===== config.mk =====
export PLATFORM = sky130hd
export DESIGN_NAME = icache_stats
export DESIGN_NICKNAME = d
export VERILOG_FILES = /design/src/design/icache_pkg.sv /design/src/design/icache_stats.sv
export SDC_FILE = /design/constraint.sdc
export NUM_CORES = 1
export LEC_CHECK = 0
export BUFFER_PORTS_ARGS = -buffer_cell sky130_fd_sc_hd__buf_2
export CORE_ASPECT_RATIO = 1.5
export CORE_MARGIN = 10
export CORE_UTILIZATION = 56
export CTS_BUF_LIST = sky130_fd_sc_hd__clkbuf_2 sky130_fd_sc_hd__clkbuf_4 sky130_fd_sc_hd__clkbuf_8
export DETAILED_ROUTE_END_ITERATION = 12
export GPL_TIMING_DRIVEN = 0
export PLACE_DENSITY_LB_ADDON = 0.1
export SYNTH_ARGS = -nofsm -noshare
export SYNTH_HDL_FRONTEND = slang
export SYNTH_SLANG_ARGS = --single-unit

===== constraint.sdc =====
create_clock -name clk -period 2.7 [get_ports clk]
set_input_delay 0.405 -clock clk [delete_from_list [all_inputs] [get_ports clk]]
set_output_delay 0.405 -clock clk [all_outputs]
set_load 0.05 [all_outputs]

===== src/design/icache_pkg.sv =====
/*
 * Shared definitions for the level-1 instruction cache.
 * Address and word widths, line geometry, the controller state
 * encoding and the statistics counter width. Modules reference
 * these by scoped name.
 */

package icache_pkg;

  // ========================================
  // Bus widths
  // ========================================

  // Core and next-level byte address
  localparam int ADDR_W = 32;

  // One instruction word
  localparam int WORD_W = 32;

  // ========================================
  // Line geometry
  // ========================================

  localparam int WORDS_PER_LINE = 4;
  localparam int LINE_W = WORDS_PER_LINE * WORD_W;

  // Byte offset inside a line, word select sits above the byte bits
  localparam int OFFSET_W = 4;

  // ========================================
  // Controller
  // ========================================

  typedef enum logic [1:0] {
    IDLE   = 2'd0,
    LOOKUP = 2'd1,
    FILL   = 2'd2
  } icache_state_t;

  // Statistics counters
  localparam int CNT_W = 32;

endpackage


===== src/design/icache_stats.sv =====
/*
 * Access statistics of the instruction cache.
 * Counts requests, hits and refills from one-cycle event pulses
 * of the controller. Counters saturate at all ones and update the
 * cycle after their pulse.
 */

`timescale 1ns/1ps

module icache_stats (
  input  logic                         clk,
  input  logic                         rstn,
  input  logic                         req_seen,
  input  logic                         hit_seen,
  input  logic                         fill_seen,
  output logic [icache_pkg::CNT_W-1:0] req_count,
  output logic [icache_pkg::CNT_W-1:0] hit_count,
  output logic [icache_pkg::CNT_W-1:0] fill_count
);

  logic [2:0]                          events;
  logic [2:0][icache_pkg::CNT_W-1:0]   counts;

  assign events = {fill_seen, hit_seen, req_seen};

  for (genvar i = 0; i < 3; i++) begin : g_cnt
    always_ff @(posedge clk or negedge rstn) begin
      if (!rstn) begin
        counts[i] <= '0;
      end else if (events[i] && (counts[i] != '1)) begin
        counts[i] <= counts[i] + 1'b1;
      end
    end
  end

  assign req_count  = counts[0];
  assign hit_count  = counts[1];
  assign fill_count = counts[2];

  // A single access either hits or refills, never both at once
  a_hit_xor_fill : assert property (
    @(posedge clk) disable iff (!rstn)
    !(hit_seen && fill_seen)
  ) else $error("icache_stats: hit and fill reported in the same cycle");

endmodule


# After elaboration in Yosys (flattened, before gate mapping)
# Index checks and enable logic that the tools add are counted.
# word_totals
regBits,96
inputBits,5
out_inout_bits,96
# op_classes
add_sub_neg,3
n_eq_ne,3
n_reduce_logical,3
# op_table
operator,n
$add 32x1->32 const B,3
$ne 32x32->1 const B,3
$logic_and 1x1->1,3

# Logic depth before layout (Yosys ltp)
# Gate-level depths: netlist of the first run.
# depth
word_depth,2
depth_mapped,8
depth_no_buf,6

# Worst setup path after synthesis of the first run
# OpenSTA, ideal clock, no wires.
# synth_timing
kind,flip-flop to flip-flop
from,register counts (netlist bit hit_count[25])
to,register counts (netlist bit hit_count[1])
setup_ps,125
t_arrival_ps,2310
path_slack_ps,265
path_stages_with_launch,7
path_buffers,1
synth_period_minus_slack_ps,2435
path_cell_list,dfrtp_1 nand4_2 or4b_4 or3b_1 buf_6 nand2_4 mux2_4
# synth_via
elab_chain_cells,2
# synth_lines
element,line_no,text
from (decl),icache_stats.sv:22,logic [2:0][icache_pkg::CNT_W-1:0] counts;
"from (signal, indexed assignment)",icache_stats.sv:31,counts[i] <= counts[i] + 1'b1;
$ne 32x32->1,icache_stats.sv:30,end else if (events[i] && (counts[i] != '1)) begin
$logic_and 1x1->1,icache_stats.sv:30,
# Every way passes these cells.
# A chain may end at the register's enable or synchronous reset.

# Worst setup path in the final report of the first run
# layout_timing
from,register counts (netlist bit fill_count[6])
to,register counts (netlist bit fill_count[1])
# Same word-level chain as after synthesis.

==> results.sh, run 1 <==
export IMPL_worstPathRequired_ps=2940
export IMPL_power_switching_uw=1470
export IMPL_core_sq_um=8010
export IMPL_grt_use_met2=0.305
export IMPL_yosys_warnings=0
export IMPL_die_area_sq_um=12400
export IMPL_cap_violations=0
export IMPL_seq_area_frac_synth=0.520
export IMPL_worstMarginPinSlew_ps=845
export IMPL_drtIter0Drc=248
export IMPL_finalWirelength_um=11100
export IMPL_power_density_nw_per_um2=700
export IMPL_postCtsSetupBuffers=0
export IMPL_hold_buffers=0
export IMPL_grt_setup_unrepaired="no"
export IMPL_dr_pass1_iters=4
export IMPL_setup_tns_ps=0
export IMPL_rows=40
export IMPL_syn_num_nets=445
export IMPL_vias=3779
export IMPL_clock_latency_ps=360
export IMPL_grt_busiest_layer="met2"
export IMPL_cts_tree="yes"
export IMPL_cts_buffers=9
export IMPL_dpl_instance_area_sq_um=5270
export IMPL_ant_nets=0
export IMPL_finalNetCount=556
export IMPL_final_layout_size_suffix_gt1_frac=0.237
export IMPL_drc=0
export IMPL_overflow=0
export IMPL_path_clk_slew_ps=90
export IMPL_ios=101
export IMPL_final_cell_area_sq_um=5480
export IMPL_reg2reg_depth=5
export IMPL_diodes=0
export IMPL_slew_headroom=0.434
export IMPL_grtUsageTotal=0.185
export IMPL_portBuffers=99
export IMPL_avgViaCountPerCell=5.74
export IMPL_syn_inst=437
export IMPL_grt_max_degree=55
export IMPL_use_met3=0.0433
export IMPL_fmax_mhz=433
export IMPL_p_int_uw=2370
export IMPL_endpoint_kind="register"
export IMPL_nFillCells=657
export IMPL_ir_worst_vdd_mv=0.995
export IMPL_fin_crit_sh=0.855
export IMPL_fin_skew_ps=10.7
export IMPL_syn_cell_area_sq_um=4620
export IMPL_synth_seq_cells=96
export IMPL_worstSetupPathType="reg -> reg"
export IMPL_htreeDepth=3
export IMPL_power_leakage_uw=0.00269
export IMPL_antenna_found_initial=0
export IMPL_cts_path_max_buffers=2
export IMPL_switching_share=0.383
export IMPL_die_y_um=131
export IMPL_synth_avg_cell_area_sq_um=10.6
export IMPL_die_w_um=94.1
export IMPL_first_global_vias=3934
export IMPL_p_comb_frac=0.279
export IMPL_setup_viol=0
export IMPL_grt_met1_usage=0.220
export IMPL_dominantRegCellSynth="dfrtp_1"
export IMPL_syn2layout_area_growth_pct=18.7
export IMPL_maxSlewViolCount=0
export IMPL_pwr_share_seq=0.467
export IMPL_grt_pass1_wl_um=18900
export IMPL_place_congestion=0.861
export IMPL_detail_route_wl_per_cell_um=16.9
export IMPL_ctsResizeCount=0
export IMPL_hold_violations=0
export IMPL_crit_path_start_kind="register"
export IMPL_place_hpwl_um=8320
export IMPL_arrival_ps=2550
export IMPL_cp_max_fo=7
export IMPL_synth_edf_count=0
export IMPL_yosysUniqueCellTypes=40
export IMPL_p_clk_frac=0.254
export IMPL_status="complete, no violations"
export IMPL_start_util=0.577
export IMPL_synth_async_reset_ratio=1.00
export IMPL_hold_path_class="in -> async"
export IMPL_clock_sinks=96
export IMPL_root_buffer="clkbuf_8"
export IMPL_period_minus_slack_ps=2310
-- cell usage in the layout (no fill, tap or decap), drive strengths merged --
| master | instances |
|---|---|
| a21oi | 2 |
| and2 | 3 |
| xnor2 | 56 |
| nor2 | 29 |
| a31oi | 1 |
| nor3b | 2 |
| and4 | 11 |
| clkbuf | 18 |
| xor2 | 31 |
| or3 | 3 |
| nand3 | 35 |
| o21ai | 7 |
| nand4 | 52 |
| o211ai | 1 |
| nor3 | 17 |
| nand4b | 1 |
| or4 | 1 |
| dfrtp | 96 |
| nor4 | 11 |
| nand2 | 36 |
| o31a | 1 |
| o2111ai | 1 |
| and3 | 13 |
| buf | 104 |
| clkinv | 2 |
| ha | 3 |
| nor4b | 2 |
| nand3b | 1 |
| mux2 | 4 |
| o21a | 1 |
| bufinv | 1 |
| inv | 5 |
| or3b | 1 |
| or4b | 1 |
-- cells in the mapped netlist (2+ instances only) --
library cell	count	area, sq um
and4_1	10	87.6
or3_1	3	18.8
xnor2_1	56	490
xor2_1	31	272
and2_1	3	18.8
nor4_1	10	62.6
nand3_1	35	175
a21oi_1	2	10.0
nor3_1	17	85.1
ha_1	3	37.5
clkbuf_1	5	18.8
dfrtp_1	96	2400
buf_2	2	10.0
o21ai_0	7	35.0
nand4_1	51	319
inv_1	5	18.8
nor2_1	29	109
nor3b_1	2	15.0
and3_1	12	75.1
mux2_2	3	33.8
nor4b_1	2	17.5
nand2_1	35	131
-- power groups by stage --
stage / Clock [uW] / Sequential (uW) / Combinational [uW]
2_1_floorplan: 0 / 2280 / 295
3_3_place_gp: 0 / 1800 / 1060
3_5_place_dp: 0 / 1810 / 1080
4_1_cts: 995 / 1790 / 1080
5_1_grt: 1050 / 1820 / 1150
6_report: 975 / 1790 / 1070
-- worst max-delay path, cell delays in order, from the launching register on --
cell     delay (ps)
dfrtp_1         480
nand4_1         270
nor4_2          540
nand4_1         350
nand2_1         220
mux2_2          340
-- per-layer routing --
metal	share of wire	vias to the layer above
met1	0.41	1862
met4	0.018	0
met2	0.51	102
met3	0.066	15
met5	0	-
li1	-	1800
-- through the flow --
stage / utilization / power [uW] / hold WS [ps] / setup WS (ps) / std cells
final: 0.684 / 3840 / 29.0 / 391 / 658
after global routing: 0.684 / 4020 / 66.4 / 246 / 658
after CTS: 0.684 / 3870 / 47.8 / 397 / 658
after detailed placement: 0.659 / 2890 / 440 / 417 / 642
after global placement: 0.655 / 2850 / 474 / 318 / 641
after floorplan: - / 2570 / 109 / 265 / 437
-- final timing paths --
kind | slack [ps] | start | end
max | 390 | fill_count[6] | fill_count[1]
min | 30 | rstn | hit_count[7]
max reg2reg | 390 | fill_count[6] | fill_count[1]
min reg2reg | 490 | req_count[27] | req_count[27]
max in group asynchronous | 2020 | rstn | req_count[13]
min in group clk | 360 | hit_seen | hit_count[0]
-- flip-flops by register name (all words and copies together) (netlist names) --
signal,flops
req_count,32
hit_count,32
fill_count,32
-- cell type report --
cell class	instances	area, sq um	area share
plain buffers	9	47.5	0.00868
inverters	5	18.8	0.00342
well taps	105	131	0.0240
multi-input cells	327	2150	0.392
repair buffers	100	526	0.0959
clock buffers	13	166	0.0304
flip-flops and latches	96	2400	0.438
clock inverters	3	40.0	0.00731
-- kinds of logic after synthesis --
logic type               after synthesis  synth area share
AND/OR/NAND/NOR                      219             0.263
buffers and inverters                 14            0.0144
adder cells (fa/ha/maj)                3           0.00813
XOR/XNOR                              87             0.165
AO/OA/AOI/OAI                         14            0.0184
multiplexers                           4            0.0106
flip-flops                            96             0.520
Power figures use the tool's default switching activity.
==> run 2, diff against run 1 <==
==> constraint.sdc (replaced) <==
create_clock -name clk -period 2.23 [get_ports clk]
set_input_delay 0.3345 -clock clk [delete_from_list [all_inputs] [get_ports clk]]
set_output_delay 0.3345 -clock clk [all_outputs]
set_load 0.005 [all_outputs]
==> run 2 against run 1 <==
Worst hold slack gained 270 ps. Sequential cell count did not move. Routed wire length is 2.3% higher. Total power up 5.7%. Combinational power shrank 34%. Non-clock buffer count rose by 9. First-iteration DRC count decreased by 25%. Via count grew 1.2%. Die area did not move. Cell count is 1.4% higher. Sequential power up 21%. Count of clock-buffer cells in the layout did not move. Largest power group unchanged.
==> results.sh, run 2 (same netlist as run 1, synthesis figures left out) <==
export IMPL_status="complete, no violations"
export IMPL_crit_chain="nand4_1, or4b_4, or3b_4, nand2_4, mux2_4"
export IMPL_hold_path_class="in -> reg"
export IMPL_dr_pass1_iters=4
export IMPL_regArea_sq_um=2410
export IMPL_nFillCells=645
export IMPL_finalWirelength_um=11400
export IMPL_worstPathRequired_ps=2470
export IMPL_drc=0
export IMPL_worstSetupPathType="reg -> reg"
export IMPL_grt_max_degree=55
export IMPL_fin_util=0.698
export IMPL_die_w_um=94.1
export IMPL_endpoint_kind="register"
export IMPL_place_inst=642
export IMPL_layoutNonFillerInstCount=667
export IMPL_power_density_nw_per_um2=725
export IMPL_first_global_vias=3950
export IMPL_cts_path_max_buffers=2
export IMPL_die_area_sq_um=12400
export IMPL_grt_use_met2=0.306
export IMPL_rows=40
export IMPL_arrival_ps=2420
export IMPL_fin_hold_ws_ps=299
export IMPL_overflow=0
export IMPL_core_sq_um=8010
export IMPL_multi_input_area_sq_um=2180
export IMPL_ios=101
export IMPL_setup_viol=0
export IMPL_slowest_stage="or4b_4"
export IMPL_crit_path_start_kind="register"
export IMPL_layout_common_cells="buf_2, dfrtp_1, xnor2_1, nand4_1"
export IMPL_worstMarginPinSlew_ps=657
export IMPL_root_buffer="clkbuf_8"
export IMPL_grt_setup_unrepaired="yes"
export IMPL_vias=3826
export IMPL_place_hpwl_um=8320
export IMPL_layout_commonest_cell="buf_2"
export IMPL_detail_route_wl_per_cell_um=17.1
export IMPL_grt_busiest_layer="met2"
export IMPL_portBuffers=99
export IMPL_cts_tree="yes"
export IMPL_antenna_found_initial=0
export IMPL_cp_max_fo=7
export IMPL_power_leakage_uw=0.00274
export IMPL_use_met3=0.0433
export IMPL_slew_headroom=0.559
export IMPL_drtIter0Drc=185
export IMPL_period_minus_slack_ps=2170
export IMPL_fmax_mhz=461
export IMPL_path_clk_slew_ps=90
export IMPL_cap_violations=0
export IMPL_avgViaCountPerCell=5.74
export IMPL_hold_violations=0
export IMPL_die_y_um=131
export IMPL_critPathBufInv=0
export IMPL_ir_worst_vdd_mv=0.584
export IMPL_ant_nets=0
export IMPL_finalNetCount=565
export IMPL_start_util=0.577
export IMPL_critPathTopFamily="simple AND/OR/NAND/NOR gates"
export IMPL_clock_latency_ps=360
export IMPL_diodes=0
export IMPL_grt_met1_usage=0.218
export IMPL_place_congestion=0.861
export IMPL_fin_skew_ps=9.16
export IMPL_grt_pass1_wl_um=18900
export IMPL_clock_sinks=96
export IMPL_htreeDepth=3
export IMPL_fin_crit_sh=0.974
export IMPL_maxSlewViolCount=0
export IMPL_critPathMaxStageDelay_ps=590
export IMPL_syn2layout_area_growth_pct=21.1
export IMPL_grtUsageTotal=0.186
export IMPL_cts_buffers=9
export IMPL_final_layout_size_suffix_gt1_frac=0.274
-- run 2: cell types whose count changed in the layout (fill, tap and decap cells not counted), moves of 2 or more --
cell,before,now
nor4_1,10,8
dfrtp_1,96,87
dfrtp_2,0,9
clkbuf_1,5,3
buf_4,2,11
-- run 2: layout make-up --
type                    count  share of cell area
multi-input cells         327               0.390
clock inverters             3             0.00716
inverters                   5             0.00336
repair buffers            110               0.108
flip-flops and latches     96               0.432
clock buffers              13              0.0298
plain buffers               8             0.00694
well taps                 105              0.0235
-- run 2: final timing paths --
kind	depth (start not counted)	end	slack [ps]	startpoint
max	5	hit_count[1]	60	hit_count[9]
min	3	hit_count[0]	300	hit_seen
max reg2reg	5	hit_count[1]	60	hit_count[9]
min reg2reg	1	hit_count[31]	490	hit_count[31]
max in group asynchronous	3	fill_count[6]	1050	rstn
min in group asynchronous	2	hit_count[6]	510	rstn
-- run 2: layer usage --
metal,part of all wire,vias to the layer above
met5,0,-
met4,0.023,0
met3,0.065,19
met2,0.51,125
met1,0.40,1863
li1,-,1819
-- run 2: report_power, final --
part	switching, uW	leakage (uW)	internal [uW]
Combinational	354	0.00135	351
Sequential	251	0.00127	1920
Clock	578	0.000110	602
-- run 2: timing repair --
action | in CTS | in global routing
hold buffers | 1 | 0
endpoints found under the hold margin | 42 | 0
resized for setup | 1 | 18
pin swaps | 0 | 8
buffers inserted | 0 | 9
endpoints found under the setup margin | 1 | 48
-- run 2: stage by stage --
stage	area (sq um)	worst slack (ps)	power [uW]	setup TNS [ps]
2_1_floorplan	4620	139	2530	0
3_3_place_gp	5240	-81.5	2850	-7270
3_5_place_dp	5270	-53.5	2900	-53.5
4_1_cts	5500	5.82	4080	0
5_1_grt	5590	-21.7	4280	-83.4
6_report	5590	58.5	4050	0
-- run 2: worst reg2reg max path, delay by kind of cell, from the launching register on --
kind / cells / cell delay (ps)
AND/OR/NAND/NOR: 4 / 1350
multiplexers: 1 / 290
flip-flops: 1 / 420
