### src/design/icache_pkg.sv
/*
 * Shared definitions for the level-1 instruction cache.
 * Address and word widths, line geometry, the controller state
 * encoding and the statistics counter width. Modules reference
 * these by scoped name.
 */

package icache_pkg;

  // ========================================
  // Bus widths
  // ========================================

  // Core and next-level byte address
  localparam int ADDR_W = 32;

  // One instruction word
  localparam int WORD_W = 32;

  // ========================================
  // Line geometry
  // ========================================

  localparam int WORDS_PER_LINE = 4;
  localparam int LINE_W = WORDS_PER_LINE * WORD_W;

  // Byte offset inside a line, word select sits above the byte bits
  localparam int OFFSET_W = 4;

  // ========================================
  // Controller
  // ========================================

  typedef enum logic [1:0] {
    IDLE   = 2'd0,
    LOOKUP = 2'd1,
    FILL   = 2'd2
  } icache_state_t;

  // Statistics counters
  localparam int CNT_W = 32;

endpackage

### src/design/icache_ctrl.sv
/*
 * Lookup and refill controller of the instruction cache.
 * Accepts one core request at a time, checks the tag array,
 * returns the word from the data array on a hit, or fetches the
 * line from the next level on a miss and writes both arrays.
 * Also emits one-cycle event pulses for the statistics block.
 */

`timescale 1ns/1ps

module icache_ctrl #(
  parameter int LINES = 64
) (
  input  logic                                      clk,
  input  logic                                      rstn,
  // Core side
  input  logic                                      core_req,
  input  logic [icache_pkg::ADDR_W-1:0]             core_addr,
  output logic                                      core_wait,
  output logic [icache_pkg::WORD_W-1:0]             core_rdata,
  // Next level
  output logic                                      mem_req,
  output logic [icache_pkg::ADDR_W-1:0]             mem_addr,
  input  logic                                      mem_valid,
  input  logic [icache_pkg::WORD_W-1:0]             mem_rdata,
  // Arrays
  output logic [$clog2(LINES)-1:0]                  ram_index,
  output logic                                      tag_re,
  output logic                                      tag_we,
  output logic [icache_pkg::ADDR_W-$clog2(LINES)-icache_pkg::OFFSET_W-1:0] tag_wdata,
  input  logic [icache_pkg::ADDR_W-$clog2(LINES)-icache_pkg::OFFSET_W-1:0] tag_rdata,
  output logic                                      data_re,
  output logic                                      data_we,
  output logic [icache_pkg::LINE_W-1:0]             data_wdata,
  input  logic [icache_pkg::LINE_W-1:0]             data_rdata,
  // Statistics events
  output logic                                      req_seen,
  output logic                                      hit_seen,
  output logic                                      fill_seen
);

  localparam int INDEX_W = $clog2(LINES);
  localparam int TAG_W   = icache_pkg::ADDR_W - INDEX_W - icache_pkg::OFFSET_W;
  localparam int BYTE_W  = $clog2(icache_pkg::WORD_W / 8);
  localparam int SEL_W   = icache_pkg::OFFSET_W - BYTE_W;
  localparam int CNT_W   = $clog2(icache_pkg::WORDS_PER_LINE) + 1;

  icache_pkg::icache_state_t state, next_state;

  logic [icache_pkg::ADDR_W-1:0] addr_r;
  logic [LINES-1:0]              valid;
  logic [CNT_W-1:0]              word_cnt;
  logic [icache_pkg::LINE_W-1:0] line_buf;
  logic                          hit_pend;

  logic                          accept;
  logic                          hit;
  logic                          fill_done;
  logic [INDEX_W-1:0]            in_index;
  logic [INDEX_W-1:0]            index_r;
  logic [TAG_W-1:0]              tag_r;
  logic [SEL_W-1:0]              word_sel;
  logic [icache_pkg::LINE_W-1:0] src_line;
  logic [icache_pkg::WORD_W-1:0] sel_word;

  // Address fields
  assign in_index = core_addr[icache_pkg::OFFSET_W +: INDEX_W];
  assign index_r  = addr_r[icache_pkg::OFFSET_W +: INDEX_W];
  assign tag_r    = addr_r[icache_pkg::ADDR_W-1 -: TAG_W];
  assign word_sel = addr_r[BYTE_W +: SEL_W];

  assign accept    = (state == icache_pkg::IDLE) && core_req && !core_wait;
  assign hit       = (tag_rdata == tag_r);
  assign fill_done = (state == icache_pkg::FILL) &&
                     (word_cnt == CNT_W'(icache_pkg::WORDS_PER_LINE));

  // ========================================
  // State machine
  // ========================================

  always_ff @(posedge clk or negedge rstn) begin
    if (!rstn) begin
      state <= icache_pkg::IDLE;
    end else begin
      state <= next_state;
    end
  end

  always_comb begin
    next_state = state;
    case (state)
      icache_pkg::IDLE: begin
        if (accept) begin
          // Invalid line cannot hit, skip the compare
          next_state = valid[in_index] ? icache_pkg::LOOKUP : icache_pkg::FILL;
        end
      end
      icache_pkg::LOOKUP: next_state = hit ? icache_pkg::IDLE : icache_pkg::FILL;
      icache_pkg::FILL:   next_state = fill_done ? icache_pkg::IDLE : icache_pkg::FILL;
      default:            next_state = icache_pkg::IDLE;
    endcase
  end

  // Request address, sampled in the accepting cycle
  always_ff @(posedge clk or negedge rstn) begin
    if (!rstn) begin
      addr_r <= '0;
    end else if (accept) begin
      addr_r <= core_addr;
    end
  end

  always_ff @(posedge clk or negedge rstn) begin
    if (!rstn) begin
      valid <= '0;
    end else if (fill_done) begin
      valid[index_r] <= 1'b1;
    end
  end

  // ========================================
  // Refill
  // ========================================

  // One pulse on entry to FILL
  always_ff @(posedge clk or negedge rstn) begin
    if (!rstn) begin
      mem_req <= 1'b0;
    end else begin
      mem_req <= (state != icache_pkg::FILL) && (next_state == icache_pkg::FILL);
    end
  end

  assign mem_addr = {addr_r[icache_pkg::ADDR_W-1:icache_pkg::OFFSET_W],
                     {icache_pkg::OFFSET_W{1'b0}}};

  always_ff @(posedge clk or negedge rstn) begin
    if (!rstn) begin
      word_cnt <= '0;
    end else if (fill_done) begin
      word_cnt <= '0;
    end else if (mem_valid) begin
      word_cnt <= word_cnt + 1'b1;
    end
  end

  // Words enter at the top, first word lands in the low slot
  always_ff @(posedge clk) begin
    if (mem_valid) begin
      line_buf <= {mem_rdata, line_buf[icache_pkg::LINE_W-1:icache_pkg::WORD_W]};
    end
  end

  // ========================================
  // Arrays and core response
  // ========================================

  assign ram_index  = (state == icache_pkg::IDLE) ? in_index : index_r;
  assign tag_re     = accept;
  assign tag_we     = fill_done;
  assign tag_wdata  = tag_r;
  assign data_re    = (state == icache_pkg::LOOKUP) && hit;
  assign data_we    = fill_done;
  assign data_wdata = line_buf;

  // Data array output arrives the cycle after the hit
  always_ff @(posedge clk or negedge rstn) begin
    if (!rstn) begin
      hit_pend <= 1'b0;
    end else begin
      hit_pend <= data_re;
    end
  end

  assign src_line = hit_pend ? data_rdata : line_buf;
  assign sel_word = src_line[word_sel * icache_pkg::WORD_W +: icache_pkg::WORD_W];

  always_ff @(posedge clk or negedge rstn) begin
    if (!rstn) begin
      core_wait  <= 1'b0;
      core_rdata <= '0;
    end else if (hit_pend || fill_done) begin
      core_wait  <= 1'b0;
      core_rdata <= sel_word;
    end else if (accept) begin
      core_wait  <= 1'b1;
    end
  end

  assign req_seen  = accept;
  assign hit_seen  = data_re;
  assign fill_seen = fill_done;

  // ========================================
  // Checks
  // ========================================

  a_mem_req_in_fill : assert property (
    @(posedge clk) disable iff (!rstn)
    mem_req |-> (state == icache_pkg::FILL) ##1 !mem_req
  ) else $error("icache_ctrl: mem_req outside FILL or longer than one cycle");

  a_mem_valid_in_fill : assert property (
    @(posedge clk) disable iff (!rstn)
    mem_valid |-> (state == icache_pkg::FILL)
  ) else $error("icache_ctrl: mem_valid without an open refill");

endmodule

### config.mk
export PLATFORM = sky130hd
export DESIGN_NAME = icache_ctrl
export DESIGN_NICKNAME = d
export VERILOG_FILES = /design/src/design/icache_pkg.sv /design/src/design/icache_ctrl.sv
export SDC_FILE = /design/constraint.sdc
export NUM_CORES = 1
export LEC_CHECK = 0
export BUFFER_PORTS_ARGS = -buffer_cell sky130_fd_sc_hd__buf_4
export CORE_MARGIN = 4
export CORE_UTILIZATION = 25
export DETAILED_ROUTE_END_ITERATION = 10
export PLACE_DENSITY = 0.54
export SYNTH_ARGS = -nofsm -noshare
export SYNTH_HDL_FRONTEND = slang
export SYNTH_SLANG_ARGS = --single-unit
### constraint.sdc
create_clock -name clk -period 2.8 [get_ports clk]
set_clock_uncertainty 0.05 [all_clocks]
set_input_delay 0.28 -clock clk [delete_from_list [all_inputs] [get_ports clk]]
set_output_delay 0.28 -clock clk [all_outputs]
set_load 0.05 [all_outputs]
---- Word-level counts from Yosys, hierarchy flattened ----
Index checks and enable logic that the tools add are counted.
operators by class
  add/subtract/negate cells ............... 1
  magnitude comparators ................... 3
  equality and inequality tests ........... 6
  shifts and indexed selects .............. 1
  mux-type cells .......................... 15
  bitwise operators ....................... 1
  reductions and logical operators ........ 11
operator list
  kind                                                                    count
  128-bit two-way mux                                                     1
  128-bit by 8-bit indexed part select with 32-bit output                 1
  64-bit bitwise OR                                                       1
  22-bit equality test                                                    1
  6-bit by 7-bit < comparator with 1-bit output (second input constant)   2
  2-bit two-way mux                                                       4
  1-bit binary-select mux with 6-bit select                               1
  1-bit demux with 6-bit select                                           1
  6-bit by 1-bit >= comparator with 1-bit output (second input constant)  1
  1-bit logical AND                                                       6
  3-bit two-way mux                                                       2
  6-bit two-way mux                                                       1
  2-bit one-hot mux with 3 select lines                                   1
  2-bit equality test (second input constant)                             2
  1-bit two-way mux                                                       4
  2-bit nonzero test                                                      2
  3-bit by 1-bit adder with 3-bit output (second input constant)          1
  3-bit equality test (second input constant)                             1
  2-bit by 1-bit equality test with 1-bit output (second input constant)  1
  2-bit zero test                                                         1
  2-bit inequality test (second input constant)                           1
  1-bit zero test                                                         1
  1-bit logical OR                                                        1
word-level totals
  register bits after elaboration ......... 264
  input port bits ......................... 218
  output and inout port bits .............. 229
  word-level logic and storage cells ...... 47

---- Longest topological paths before layout ----
Gate-level depths: netlist of the first run.
  depth in word-level cells ............... 7
  gate-level depth with buffers ........... 8
  gate-level depth less buffers ........... 7

---- Worst setup path before layout of the first run ----
OpenSTA, ideal clock, no wires.
  path kind ............................... reg2out
  start point ............................. register addr_r[23] in the netlist's numbering
  end point ............................... output port hit_seen
  arrival time ............................ 2.667 ns
  required time ........................... 2.470 ns
  path slack .............................. -0.197 ns
  cell stages (with the launch flop) ...... 7
  buffers on the path ..................... 1
  path through ............................ dfrtp_1 -> xnor2_1 -> nand4_1 -> nor4_1 -> nand3_1 -> nor3b_1 -> buf_4
between the ends
  longest elaborated chain between the ends .. 2
RTL lines
  item                    line                RTL
  start, declared         icache_ctrl.sv:50   logic [icache_pkg::ADDR_W-1:0] addr_r;
  start signal, assigned  icache_ctrl.sv:109  addr_r <= core_addr;
  22-bit equality test    icache_ctrl.sv:73   assign hit = (tag_rdata == tag_r);
  1-bit logical AND       icache_ctrl.sv:162  assign data_re = (state == icache_pkg::LOOKUP) && hit;
  end, declared           icache_ctrl.sv:38   output logic hit_seen,
No other way between the ends.

---- Worst setup path in the final report of the first run ----
  start point ............................. register addr_r[12] in the netlist's numbering
  end point ............................... output port data_re
between the ends
  longest elaborated chain between the ends .. 2
RTL lines
  item                  line                RTL
  22-bit equality test  icache_ctrl.sv:73
  1-bit logical AND     icache_ctrl.sv:162
  end, declared         icache_ctrl.sv:32   output logic data_re,
No other way between the ends.

==> results of run 1 <==
power by group through the flow:
stage | logic (mW) | registers, mW | clock network [mW]
3_3_place_gp | 7.01 | 5.83 | 0
6_report | 7.11 | 5.79 | 4.49
2_1_floorplan | 4.17 | 6.74 | 0
4_1_cts | 7.14 | 5.80 | 4.67
5_1_grt | 7.50 | 5.93 | 4.84
3_5_place_dp | 7.04 | 5.87 | 0
registers in the layout (all words and copies together) (netlist names):
signal / cells
word_cnt: 3
mem_req: 1
core_wait: 1
valid: 64
data_wdata: 128
hit_pend: 1
state: 2
addr_r: 30
core_rdata: 32
final timing paths:
| check | startpoint | endpoint | cells after the start |
|---|---|---|---|
| max in group asynchronous | rstn | addr_r[3] | 3 |
| min | core_addr[8] | addr_r[8] | 2 |
| min reg2reg | valid[26] | valid[26] | 1 |
| min in group asynchronous | rstn | addr_r[14] | 2 |
| max | addr_r[12] | data_re | 8 |
| max reg2reg | valid[50] | mem_req | 6 |
what timing repair did:
item / CTS / global route
endpoints found under the hold margin: 107 / 0
hold buffers: 60 / 0
resized for setup: 9 / 7
endpoints found under the setup margin: 2 / 2
pin swaps: 6 / 6
setup buffers: 4 / 2
stage by stage:
step / instance area, sq um / utilization [%]
2_1_floorplan: 11900 / -
3_3_place_gp: 15700 / 33.5
3_5_place_dp: 15700 / 33.5
4_1_cts: 17500 / 37.4
5_1_grt: 17600 / 37.6
6_report: 17600 / 37.6
synthesized netlist by cell type, drive strengths merged:
cell,count,share of area [%]
dfrtp,134,28
edfxtp,128,32
mux4,82,16
buf,74,4.4
nand2,45,1.4
mux2,38,3.6
mux2i,34,2.9
o21ai,34,1.4
a21o,32,2.0
o21bai,32,2.0
clkbuf,23,0.73
xnor2,15,1.1
nor2,13,0.43
xor2,9,0.66
inv,5,0.16
nand4,4,0.21
nor3,4,0.17
nor3b,4,0.25
nand2b,3,0.16
nand3,3,0.13
nor4,3,0.16
or2,3,0.16
and2,2,0.11
ha,2,0.21
nand4b,2,0.15
a211oi,1,0.11
a21oi,1,0.042
a221oi,1,0.074
a2bb2oi,1,0.13
a31oi,1,0.053
and3,1,0.053
and3b,1,0.074
conb,1,0.032
nand3b,1,0.063
nor2b,1,0.053
o22ai,1,0.11
o31ai,1,0.063
or3,1,0.053
or3b,1,0.074
per-layer routing:
metal	global-route usage, %	share of wire, %
met5	0	0
met1	18.2	41
met2	24.3	50
met3	3.38	6.9
met4	5.24	2.6
cell type report:
cell class | count | area (sq um) | area share (%)
clock inverter | 9 | 105 | 0.599
multi-input combinational | 381 | 4120 | 23.5
antenna | 1 | 2.50 | 0.0143
timing repair buffer | 535 | 4290 | 24.4
clock buffer | 52 | 1060 | 6.06
inverter | 5 | 18.8 | 0.107
sequential | 262 | 7210 | 41.0
tap | 607 | 759 | 4.33
kinds of logic (layout without fill, tap and decap cells):
kind of cell	Yosys count	after routing	share of synthesized area [%]
flip-flops	262	262	60.7
XOR/XNOR	24	24	1.77
adder cells (fa/ha/maj)	2	2	0.211
buffers and inverters	102	601	5.26
other	1	5	0.0316
AND/OR/NAND/NOR	92	92	3.72
AO/OA/AOI/OAI	105	105	6.06
multiplexers	154	154	22.2
critical path, stage by stage, from the launching register on:
cell     delay, ps
dfrtp_1        430
xnor2_2        200
nand4_1        130
nor4_2         330
buf_4          170
nand3_4         80
nor3b_4        220
buf_4          150
buf_8          140
cell usage in the layout, fill, tap and decap left out, types with 4 or more instances in the layout:
master,Yosys,layout
mux4_1,6,6
nor2_1,12,11
edfxtp_1,128,128
a21o_1,32,32
mux2_2,38,38
inv_1,4,4
buf_4,59,463
xor2_1,9,9
nand4_1,4,4
o21bai_1,32,32
xnor2_1,15,11
nand2_1,45,45
clkbuf_1,23,8
dlygate4sd3_1,0,60
clkbuf_8,0,6
mux2i_1,34,34
dfrtp_2,0,4
o21ai_0,34,34
buf_12,0,8
clkinv_2,0,4
xnor2_2,0,4
conb_1,1,4
dfrtp_1,134,129
mux4_2,76,76
clkbuf_16,0,38
==> impl_metrics.json, run 1 <==
{
  "status": "completed",
  "drt-total-wl_um": 37900,
  "die_w_um": 226,
  "hold_path_class": "input pin to flop",
  "num_vias": 8288,
  "worst_slew_pin_slew_ps": 843,
  "overflow": 0,
  "worst-path-max-fanout": 4,
  "cts_tree": "built",
  "area_growth_pct": 48.1,
  "syn_area_per_cell_sq_um": 16.0,
  "syn_inst": 742,
  "slew_headroom_pct": 43.8,
  "ios": 447,
  "grt_max_degree": 52,
  "final_cells": 1852,
  "dp_slack_ps": 124,
  "gr-usage-all-layers_pct": 14.4,
  "place_inst": 1724,
  "yosysSeqAreaShare_pct": 60.7,
  "period_needed_ps": 2690,
  "grt_pass1_wl_um": 56100,
  "p_int_mw": 10.4,
  "clkLatencyLatePin_ps": 520,
  "seq_power_share_pct": 33.3,
  "crit_type": "flop to output pin",
  "cts_sinks": 262,
  "max_freq_mhz": 372,
  "io_buffers": 440,
  "finalCritPeriodShare_pct": 96.0,
  "htreeDepth": 2,
  "yosysUniqueCellTypes": 45,
  "drv_slew": 0,
  "setup_viol": 0,
  "grt_pass1_vias": 8855,
  "yosys_warnings": 0,
  "syn_area_sq_um": 11900,
  "numCtsBuffers": 34,
  "worstSetupEndpointType": "output pin",
  "layout_setup_ws_ps": 113,
  "switching_share_pct": 40.4,
  "fin_tns_setup_ps": 0,
  "switching_power_mw": 7.02,
  "drv_cap": 0,
  "required_ps": 2470,
  "hpwlAfterDp_um": 27500,
  "num_rows": 79,
  "arrival_ps": 2360,
  "hold_viol_final": 0,
  "clkTransAtPathRegs_ps": 60,
  "power_frac_comb_pct": 40.9,
  "holdWs_ps": 45.6,
  "dr.pass1.iters": 4,
  "drc": 0,
  "p_leak_nw": 7.83,
  "ant_nets": 0,
  "rsz0062_at_grt": "true",
  "p_total_mw": 17.4,
  "power-per-cell-area_nw_per_um2": 990,
  "grt_antenna_before_repair": 1,
  "start_util_pct": 25.4,
  "fillCellCount": 4435,
  "clkPwrFrac_pct": 25.8,
  "max-vdd-ir-drop_uv": 495,
  "cts_buffer_depth": 3,
  "core-area_sq_um": 46800,
  "ys_seq_elements": 262,
  "final_nets": 1439,
  "vias_per_cell": 4.48,
  "gp_congestion": 0.778,
  "post_drt_wl_per_cell_um": 20.5,
  "drive_gt1_share_pct": 53.5,
  "die_area_sq_um": 51000,
  "rrSetupSlack_ps": 610,
  "cts-root-buf": "clkbuf_16",
  "startpoint_type": "flop",
  "die_y_um": 226,
  "dr.first_iter.drc_count": 376
}
Power figures use the tool's default switching activity.
==> run 2: changes to the inputs <==
--- a/config.mk
+++ b/config.mk
@@ -10,6 +10,7 @@
 export CORE_UTILIZATION = 25
 export DETAILED_ROUTE_END_ITERATION = 10
 export PLACE_DENSITY = 0.54
+export REMOVE_ABC_BUFFERS = 1
 export SYNTH_ARGS = -nofsm -noshare
 export SYNTH_HDL_FRONTEND = slang
 export SYNTH_SLANG_ARGS = --single-unit
==> run 2 against run 1 <==
Effect of this change:
- total power shrank 0.79%
- clock power is 3% lower
- via count decreased by 0.27%
- non-clock buffer count grew 1
- cell count is the same
- critical path type unchanged
- critical endpoint is now hit_seen
- highest routed layer unchanged
==> impl_metrics.json, run 2 (synthesis results as in run 1) <==
{
  "status": "completed",
  "final_nets": 1440,
  "final_cells": 1852,
  "numCtsBuffers": 34,
  "rrSetupSlack_ps": 460,
  "ant_nets": 0,
  "final_common_cell": "buf_4",
  "hold_viol_final": 0,
  "max_stage_delay_ps": 400,
  "use_met2_pct": 23.1,
  "worstHoldStart": "core_addr[8]",
  "max_freq_mhz": 367,
  "crit_slowest_cell": "dfrtp_1",
  "drive_gt1_share_pct": 53.2,
  "power-per-cell-area_nw_per_um2": 986,
  "clkLatencyLatePin_ps": 520,
  "num_rows": 79,
  "use_met3_pct": 4.74,
  "gp_congestion": 0.781,
  "grt_pass1_vias": 9019,
  "rsz0062_at_grt": "true",
  "dr.first_iter.drc_count": 328,
  "htreeDepth": 2,
  "drt-total-wl_um": 37500,
  "area_growth_pct": 47.7,
  "core-area_sq_um": 46800,
  "holdWs_ps": 59.0,
  "place_inst": 1723,
  "die_y_um": 226,
  "final_area_sq_um": 17500,
  "cts_buffer_depth": 3,
  "grt_max_degree": 81,
  "cts_sinks": 262,
  "slew_headroom_pct": 41.0,
  "p_leak_nw": 7.80,
  "cts_tree": "built",
  "largest_reg_flops": 128,
  "vias_per_cell": 4.46,
  "start_util_pct": 25.4,
  "path_cells": "xnor2_1 > nand4_1 > nor4_4 > buf_4 > nand3_4 > nor3b_4 > buf_6",
  "io_buffers": 440,
  "required_ps": 2470,
  "post_drt_wl_per_cell_um": 20.3,
  "p_total_mw": 17.3,
  "setup_viol": 0,
  "grt_antenna_before_repair": 0,
  "use_met1_pct": 18.6,
  "die_area_sq_um": 51000,
  "hpwlAfterDp_um": 26900,
  "num_vias": 8266,
  "dr.pass1.iters": 4,
  "rr_startpoint": "word_cnt[0]",
  "reg2reg_depth": 7,
  "finalCritPeriodShare_pct": 97.4,
  "grt_pass1_wl_um": 55900,
  "utilization_pct": 37.4,
  "drv_cap": 0,
  "drv_slew": 0,
  "worstSetupEndpointType": "output pin",
  "hold_path_class": "input pin to flop",
  "r2r_end": "valid[47]",
  "drc": 0,
  "worst-path-max-fanout": 3,
  "overflow": 0,
  "cts-root-buf": "clkbuf_16",
  "max-vdd-ir-drop_uv": 582,
  "diodes": 0,
  "grt.busiest_layer": "met2",
  "startpoint_type": "flop",
  "ios": 447,
  "arrival_ps": 2400,
  "clkTransAtPathRegs_ps": 60,
  "final_cell_mix": "buf_4 (463), dfrtp_1 (130), edfxtp_1 (128), mux4_2 (76), dlygate4sd3_1 (60)",
  "worst_slew_pin_slew_ps": 883,
  "crit_type": "flop to output pin",
  "gr-usage-all-layers_pct": 14.4,
  "period_needed_ps": 2730,
  "whs_endpoint": "addr_r[8]",
  "hold_depth": 2,
  "placed_area_sq_um": 15700,
  "die_w_um": 226
}
## run 2: worst max-delay path, delay by kind of cell, from the launching register on
| family | cells | cell delay (ps) |
|---|---|---|
| flip-flops | 1 | 400 |
| XOR/XNOR | 1 | 160 |
| AND/OR/NAND/NOR | 4 | 950 |
| buffers and inverters | 2 | 370 |
## run 2: final cells by class
type,count,area [sq um]
fill,4463,29200
sequential,262,7200
timing repair buffer,536,4310
multi-input combinational,381,4110
clock buffer,48,985
tap,607,759
clock inverter,13,129
inverter,5,18.8
## run 2: worst max-delay path by stage
stage,start,to,slack [ps],cells after the start
after floorplan,word_cnt[0],core_rdata[0],-4380,7
after global placement,addr_r[18],data_re,250,7
after detailed placement,addr_r[27],hit_seen,230,7
after CTS,state[1],req_seen,0.04,7
after global routing,addr_r[18],data_re,-40,7
final,addr_r[11],hit_seen,70,7
## run 2: through the flow
step / setup WS [ps] / setup TNS [ps]
CTS: 0.0444 / 0
global route: -43.1 / -83.6
global placement: 248 / 0
detailed placement: 229 / 0
floorplan: -4380 / -330770
finish: 73.8 / 0
## run 2: what timing repair did
| action | in CTS | in global routing |
|---|---|---|
| endpoints found under the hold margin | 137 | 0 |
| setup buffers | 4 | 4 |
| gates resized for setup | 8 | 4 |
| gates cloned | 0 | 0 |
| hold buffers | 60 | 0 |
| endpoints found under the setup margin | 2 | 4 |
| pin swaps | 5 | 6 |
## run 2: per-layer routing
metal	wire length (um)	up-vias
li1	-	3733
met1	15700	4154
met2	17800	328
met3	3130	51
met4	845	0
met5	0	-
## run 2: power breakdown
| group | total [mW] | internal (mW) | switching, mW |
|---|---|---|---|
| combinational | 7.11 | 2.66 | 4.46 |
| clock | 4.34 | 2.64 | 1.70 |
| sequential | 5.80 | 4.91 | 0.888 |
